==> config.mk <==
export PLATFORM = sky130hd
export DESIGN_NAME = dma_read_issuer
export DESIGN_NICKNAME = d
export VERILOG_FILES = /design/src/verilog/dma_pkg.sv /design/src/verilog/dma_read_issuer.sv
export VERILOG_INCLUDE_DIRS = /design/src /design/src/verilog
export SDC_FILE = /design/constraint.sdc
export NUM_CORES = 1
export LEC_CHECK = 0
export BUFFER_PORTS_ARGS = -buffer_cell sky130_fd_sc_hd__buf_4
export CAP_MARGIN = 10
export CORE_AREA = 3 3 561 563
export DETAILED_ROUTE_END_ITERATION = 6
export DIE_AREA = 0 0 564 566
export GPL_TIMING_DRIVEN = 0
export PLACE_DENSITY = 0.3
export SLEW_MARGIN = 20
export SYNTH_ARGS = -nofsm -noshare
export SYNTH_HDL_FRONTEND = slang
export SYNTH_SLANG_ARGS = --single-unit
==> constraint.sdc <==
create_clock -name clk -period 17.97 [get_ports clk]
set_clock_uncertainty 0.1 [all_clocks]
set_input_delay 1.797 -clock clk [delete_from_list [all_inputs] [get_ports clk]]
set_output_delay 1.797 -clock clk [all_outputs]
set_load 0.05 [all_outputs]
==> src/verilog/txr_params.svh <==
`ifndef TXR_PARAMS_SVH
`define TXR_PARAMS_SVH

// beat geometry
`define TXR_DATA_W          512
`define TXR_KEEP_W          64
`define TXR_BEAT_SHIFT      6

// identifiers
`define TXR_SESSION_W       16
`define TXR_BUF_W           5

// queue depths, as address bits
`define TXR_CMD_DEPTH_BITS  4
`define TXR_PAY_DEPTH_BITS  5

// control frame, always a single full beat
`define TXR_CTRL_LEN        64

// frame codes in the low 16 bits
`define TXR_CODE_ACK        16'd1
`define TXR_CODE_CNT        16'd2
`define TXR_CODE_CTRL       16'd3

`endif
==> src/verilog/dma_pkg.sv <==
`include "txr_params.svh"

package dma_pkg;

	// session window layout in host memory
	typedef struct packed {
		logic [63:0] dma_base;
		logic [31:0] info_len;
		logic [31:0] session_len;
	} dma_cfg_t;

	typedef struct packed {
		logic [63:0] addr;
		logic [31:0] length;
	} dma_rd_cmd_t;

	typedef struct packed {
		logic [`TXR_DATA_W-1:0] data;
		logic [`TXR_KEEP_W-1:0] keep;
		logic                   last;
	} dma_beat_t;

	// one payload fetch, handed over by the sequencer
	typedef struct packed {
		logic [`TXR_BUF_W-1:0] buf_id;
		logic [31:0]           offset;
		logic [31:0]           length;
	} dma_job_t;

endpackage

==> src/verilog/dma_read_issuer.sv <==
`timescale 1ns/1ps
`include "txr_params.svh"

module dma_read_issuer (
	input  logic                 clk,
	input  logic                 rstn,
	input  dma_pkg::dma_cfg_t    cfg,
	input  logic                 job_valid,
	input  dma_pkg::dma_job_t    job,
	output logic                 rd_cmd_valid,
	input  logic                 rd_cmd_ready,
	output dma_pkg::dma_rd_cmd_t rd_cmd,
	input  logic                 rd_data_valid,
	output logic                 rd_data_ready,
	input  dma_pkg::dma_beat_t   rd_data,
	output logic                 pay_push,
	output dma_pkg::dma_beat_t   pay_beat,
	input  logic                 pay_almost_full
);
	import dma_pkg::*;

	typedef enum logic [1:0] {
		iss_idle,
		iss_cmd,
		iss_data
	} iss_state_e;

	iss_state_e  state;
	dma_rd_cmd_t next_cmd;
	logic [63:0] session_base;
	logic [31:0] beat_cnt;
	logic [31:0] last_idx;
	logic        beat_take;
	logic        beat_last;

	//////////////////////////////////////////////////
	// address of the requested slice
	//////////////////////////////////////////////////

	always_comb begin
		session_base = cfg.dma_base + 64'(cfg.info_len)
			+ 64'(job.buf_id) * 64'(cfg.session_len);
		next_cmd.addr   = session_base + 64'(job.offset);
		next_cmd.length = job.length;
	end

	// command and beat count captured on the job strobe
	always_ff @(posedge clk) begin
		if (state == iss_idle && job_valid) begin
			rd_cmd   <= next_cmd;
			last_idx <= (job.length >> `TXR_BEAT_SHIFT) - 32'd1;
		end
	end

	//////////////////////////////////////////////////
	// command issue and beat counting
	//////////////////////////////////////////////////

	assign rd_cmd_valid  = (state == iss_cmd);
	assign rd_data_ready = (state == iss_data) && !pay_almost_full;
	assign beat_take     = rd_data_valid && rd_data_ready;
	assign beat_last     = (beat_cnt == last_idx);

	always_ff @(posedge clk) begin
		if (!rstn) begin
			state    <= iss_idle;
			beat_cnt <= '0;
		end else begin
			case (state)
				iss_idle: begin
					if (job_valid) begin
						state    <= iss_cmd;
						beat_cnt <= '0;
					end
				end
				iss_cmd: begin
					if (rd_cmd_ready) begin
						state <= iss_data;
					end
				end
				iss_data: begin
					if (beat_take && beat_last) begin
						state <= iss_idle;
					end else if (beat_take) begin
						beat_cnt <= beat_cnt + 32'd1;
					end
				end
				default: state <= iss_idle;
			endcase
		end
	end

	// last comes from our own count, not from the DMA side
	assign pay_push      = beat_take;
	assign pay_beat.data = rd_data.data;
	assign pay_beat.keep = rd_data.keep;
	assign pay_beat.last = beat_last;

	assert property (@(posedge clk) disable iff (!rstn)
		rd_cmd_valid && !rd_cmd_ready |=> rd_cmd_valid && $stable(rd_cmd))
		else $error("dma_read_issuer: rd_cmd changed before acceptance");

	// sequencer only hands over a job once the previous payload drained
	assert property (@(posedge clk) disable iff (!rstn) job_valid |-> state == iss_idle)
		else $error("dma_read_issuer: job arrived while busy");

endmodule

Word level (Yosys, flattened, before mapping)
Index checks and enable logic that the tools add are counted.

Register bits after elaboration: 162. Output and inout port bits: 676. Input bits: 780. Word-level logic and storage cells: 36.

Multiplexer cells: 8. $add $sub $neg: 5. Equal/unequal tests: 8. Reduce and logical (&&, ||, !) cells: 9. Multiply operators: 1.

Operators by type and width (number): $add 64x32->64 (2); $mux 32 (3); $add 64x37->64 (1); $pmux 32 s2 (1); $mul 5x32->37 (1); $add 32x1->32 const B (1); $eq 32x32->1 (1); $sub 26x1->27 const B (1); $mux 2 (3); $ne 2x2->1 const B (3); $pmux 2 s3 (1); $logic_and 1x1->1 (4); $ne 2x1->1 const B (2); $reduce_and 4->1 (1); $reduce_and 3->1 (1); $eq 2x1->1 const B (1); $eq 2x2->1 const B (1); $logic_not 2->1 (1); $reduce_bool 2->1 (1); $logic_not 1->1 (1).

Logic depth before layout (Yosys ltp)
Depth after elaboration: 6. Depth in mapped cells: 23.

Least setup slack after synthesis
Ideal clock, no wire load.

Path kind: input -> register. From: input job_valid. To: register last_idx[0] (enable). Path slack: 10285 ps. Arrival time: 6979 ps. Cell stages on the path: 2. Library setup time: 606 ps. Required time: 17264 ps. Path through: nand2_1 > nor2_1.

Cells in the longest elaborated chain, start to end: 1.

RTL lines: start, declared (RTL line dma_read_issuer.sv:8) `input logic job_valid,`; $logic_and 1x1->1 (RTL line dma_read_issuer.sv:49) `if (state == iss_idle && job_valid) begin`; end signal, assigned (RTL line dma_read_issuer.sv:51) `` last_idx <= (job.length >> `TXR_BEAT_SHIFT) - 32'd1; ``; end, declared (RTL line dma_read_issuer.sv:32) `logic [31:0] last_idx;`.

No other way between the ends. A chain may end at the register's enable or synchronous reset.

==> results by group <==
Status
  – Outcome: finished, final reports clean

Clock network
  – Max Root-Sink Buffers: 2
  – Clock sinks: around 160
  – H-tree lvl count: 4
  – CTS clk-pin slew, worst paths: about 80 ps
  – Worst-Skew Late Latency: a little under 500 ps
  – Root buffer cell: clkbuf_16
  – CTS tree: done
  – CTS-repair resized insts: 0
  – Number of buffers created by CTS: 17
  – Hold-fix buffers, CTS: 0
  – Post-CTS Setup Bufs: 0

Pwr
  – Cell Pwr Density: roughly 110 nW/um^2
  – Max IR drop VDD: slightly above 0.1 mV
  – Clk pwr share: 11.6%
  – Leakage: approximately 14 nW
  – Sw Share: around 55%
  – Sequential share of power: 16.7%
  – Internal: ~1.6 mW
  – Net switching power: around 1.9 mW
  – Combinational fraction of design power: 71.7%

Place
  – Post-DP HPWL: 187000 um
  – Placed inst area: ~31000 um^2
  – Pre-CTS WS: between 7000 and 8000 ps
  – Port bufs: 877
  – Placed Cells: around 7k
  – GP Congestion: just under 1

STA
  – Slew HR: 25.4%
  – Setup TNS: 0 ps
  – Final worst slack: 8370 ps
  – Pins Over Slew Limit: 0
  – Worst hold slack: ~420 ps
  – FMAX: 104 MHz
  – Final hold vios: 0
  – Unrepaired setup endpoints after global routing: false
  – Final Cycle Share: between 50% and 60%
  – Worst slew pin tran: 1120 ps
  – Final number of setup-violating endpoints: 0
  – Minimum clock period: 9600 ps

Route
  – DR vias/cell: about 2.4
  – Starting DRT DRC Count: around 860
  – Drt pass-1 iters: 6
  – Total wire length: ~200000 um
  – Via count: about 17k
  – Routed len/inst: 28.0 um
  – ANT nets after route: 0
  – DRC: 0

Worst setup path
  – Kind of critical path: in -> reg
  – Crit Path Max Fanout: 10
  – Most common cell on crit path: fa_1
  – Worst R2R End: beat_cnt[16]
  – Worst reg-to-reg path cell count: 11
  – RR Startpoint: beat_cnt[10]
  – Slowest-stage cell, CP: xnor2_1
  – Crit path buffers/inverters: 5
  – Top Family by Delay on Critical Path: compound AO/OA/AOI/OAI gates
  – Critical path launch point type: input port
  – R2r setup slk: between 10000 and 15000 ps
  – Required time worst endpoint: 18030 ps
  – CP peak stage delay: between 700 and 800 ps
  – CP Capture Type: flip-flop
  – Arr. time, crit path: about 9700 ps
  – Crit-path cells: buf_4 -> clkbuf_1 -> and2_1 -> fa_1 -> fa_1 -> fa_1 -> inv_1 -> fa_1 -> inv_1 -> ha_1 -> o211ai_1 -> o21ai_0 -> o211ai_1 -> a21oi_1 -> nor2_1 -> o211ai_1 -> a41oi_1 -> a21oi_1 -> buf_2 -> nand4_1 -> xnor2_1
  – Worst path depth: 21

Synth
  – Adder-cell share of the synthesized area: 23.9%
  – Top post-synthesis cells by area: buf_4 (23%), fa_1 (20%), edfxtp_1 (20%)
  – FF+latch count, synth: around 160
  – Largest family of logic cells by synthesized area: buffers and inverters
  – Share of the synthesized area in the top cell type: approximately 23%
  – Number of distinct library cells after synthesis: 55
  – Fraction of registers with async set/reset: 0%
  – Post-synthesis xor/xnor area fraction: ~5.4%
  – Simple-gate portion of the synthesized area: 12.3%
  – Compound-gate portion of the synthesized area: under 10%
  – Primary FF master, synth: edfxtp_1
  – Seq/Total Area, Yosys: about a quarter
  – Syn avg cell area: slightly above 9 um^2
  – Top cell type by total area after synthesis: buf_4
  – Synthesized cell area: 18700 um^2
  – Yosys warning count: 0
  – Mux cell area share after synthesis: 0%
  – Synthesized instance count: 2017
  – EDFF count, synth: about 120
  – Mapped Nets: 3042

Cells and area
  – Final Instance Area: around 31000 um^2
  – Share of layout cells above drive strength 1: between 50 and 60%
  – Fin nets: approximately 3.9k
  – Area grow syn2layout: 67.2%
  – Post-Layout Cell Count: roughly 7.1k

Global routing
  – Initial antenna violation count: approximately 170
  – Vias in the first global route: between 15k and 20k
  – Global Route Usage Sum: 11.9%
  – First-pass GRT wire length: approximately 240000 um
  – Largest net degree at the start of global routing: 24
  – Gr ovfl total: 0

Die
  – Initial Util: 6.05%
  – Die Ht: 566 um
  – Placeable Area: approximately 310000 um^2
  – Die Width: between 500 and 600 um
  – # IOs: about 1.5k
  – Die area: roughly 320000 um^2
  – Core Rows: approximately 200

Hold path
  – Worst min-delay path startpoint: beat_cnt[1]
  – Hold worst-path end: beat_cnt[1]
  – Hold crit path type: reg -> reg
  – Hold path depth: 2

Run
  – Max cap viols: 0
[state kept, by name, indices dropped and copies added, names as in the netlist]
signal,flops
state,2
last_idx,27
beat_cnt,32
rd_cmd,96
[kinds of logic after synthesis]
family          count (synthesis)
compound gates                154
xor+xnor                      115
fa+ha+maj                     245
buf+inv                       898
flops                         157
simple gates                  448
[cells in the mapped netlist, types with 4 or more instances]
| master | number |
|---|---|
| buf_4 | 577 |
| inv_1 | 281 |
| fa_1 | 188 |
| edfxtp_1 | 123 |
| nand2_1 | 118 |
| and2_1 | 106 |
| nor2_1 | 68 |
| xor2_1 | 62 |
| ha_1 | 57 |
| xnor2_1 | 53 |
| a21oi_1 | 40 |
| nand3_1 | 37 |
| dfxtp_1 | 34 |
| clkbuf_1 | 32 |
| o21ai_0 | 29 |
| nand4_1 | 22 |
| nor3_1 | 21 |
| and3_1 | 18 |
| a21o_1 | 16 |
| nor4_1 | 14 |
| o21a_1 | 14 |
| a21boi_0 | 11 |
| nor2b_1 | 11 |
| buf_2 | 8 |
| a31oi_1 | 7 |
| nand2b_1 | 7 |
| or3_1 | 7 |
| a211oi_1 | 6 |
| and4_1 | 4 |
| nand4b_1 | 4 |
| o211ai_1 | 4 |
| o21bai_1 | 4 |
| or4_1 | 4 |
[worst reg2reg max path: cells and delay by family (launching register included)]
family | cells | cell delay [ps]
flops | 1 | 310
simple gates | 5 | 1420
compound gates | 2 | 580
buf+inv | 3 | 800
xor+xnor | 1 | 120
[power groups by stage]
stage | Sequential, mW | Combinational (mW) | Clock (mW)
6_report | 0.579 | 2.49 | 0.401
5_1_grt | 0.586 | 2.76 | 0.441
4_1_cts | 0.581 | 2.56 | 0.430
3_5_place_dp | 0.586 | 2.54 | 0
3_3_place_gp | 0.598 | 2.53 | 0
2_1_floorplan | 0.751 | 1.42 | 0
[through the flow]
| step | util (%) | total power [mW] |
|---|---|---|
| after global placement | 9.84 | 3.13 |
| final | 10.1 | 3.47 |
| after CTS | 10.1 | 3.57 |
| after floorplan | - | 2.17 |
| after global routing | 10.1 | 3.78 |
| after detailed placement | 9.90 | 3.13 |
[worst max path at each step]
stage | from | to | slack (ps)
floorplan | job_valid | last_idx[0] | 10290
global placement | job_valid | rd_cmd[42] | 5660
detailed placement | job[68] | rd_cmd[91] | 7680
CTS | job[68] | rd_cmd[91] | 8220
global route | job[67] | rd_cmd[91] | 7860
finish | job[68] | rd_cmd[91] | 8370
[routing by layer]
metal	GRT usage [%]	share of wire, %	vias to the layer above	wire (um)
li1	-	-	7598	-
met1	16.9	48	8333	95200
met2	19.5	46	979	90400
met3	2.25	5.3	213	10400
met4	0.492	0.78	12	1540
met5	0	0.091	-	181
[final cells by class]
cell class / instances / area (um^2)
multi-input combinational: 962 / 8840
clock inverter: 14 / 163
antenna: 18 / 45.0
buffer: 617 / 4500
clock buffer: 18 / 439
inverter: 281 / 1050
fill: 36056 / 278000
tap: 4120 / 5150
timing repair buffer: 883 / 6720
sequential: 157 / 4370
[cells in the final DEF (no fill, tap or decap), types with 37 or more instances in the layout]
cell | Yosys | routed
xor2_1 | 62 | 60
nand2_1 | 118 | 118
buf_4 | 577 | 1454
nor2_1 | 68 | 67
ha_1 | 57 | 57
xnor2_1 | 53 | 50
fa_1 | 188 | 188
inv_1 | 281 | 281
and2_1 | 106 | 106
a21oi_1 | 40 | 40
edfxtp_1 | 123 | 123
nand3_1 | 37 | 37
No activity file was read; power rests on OpenSTA's default activity.
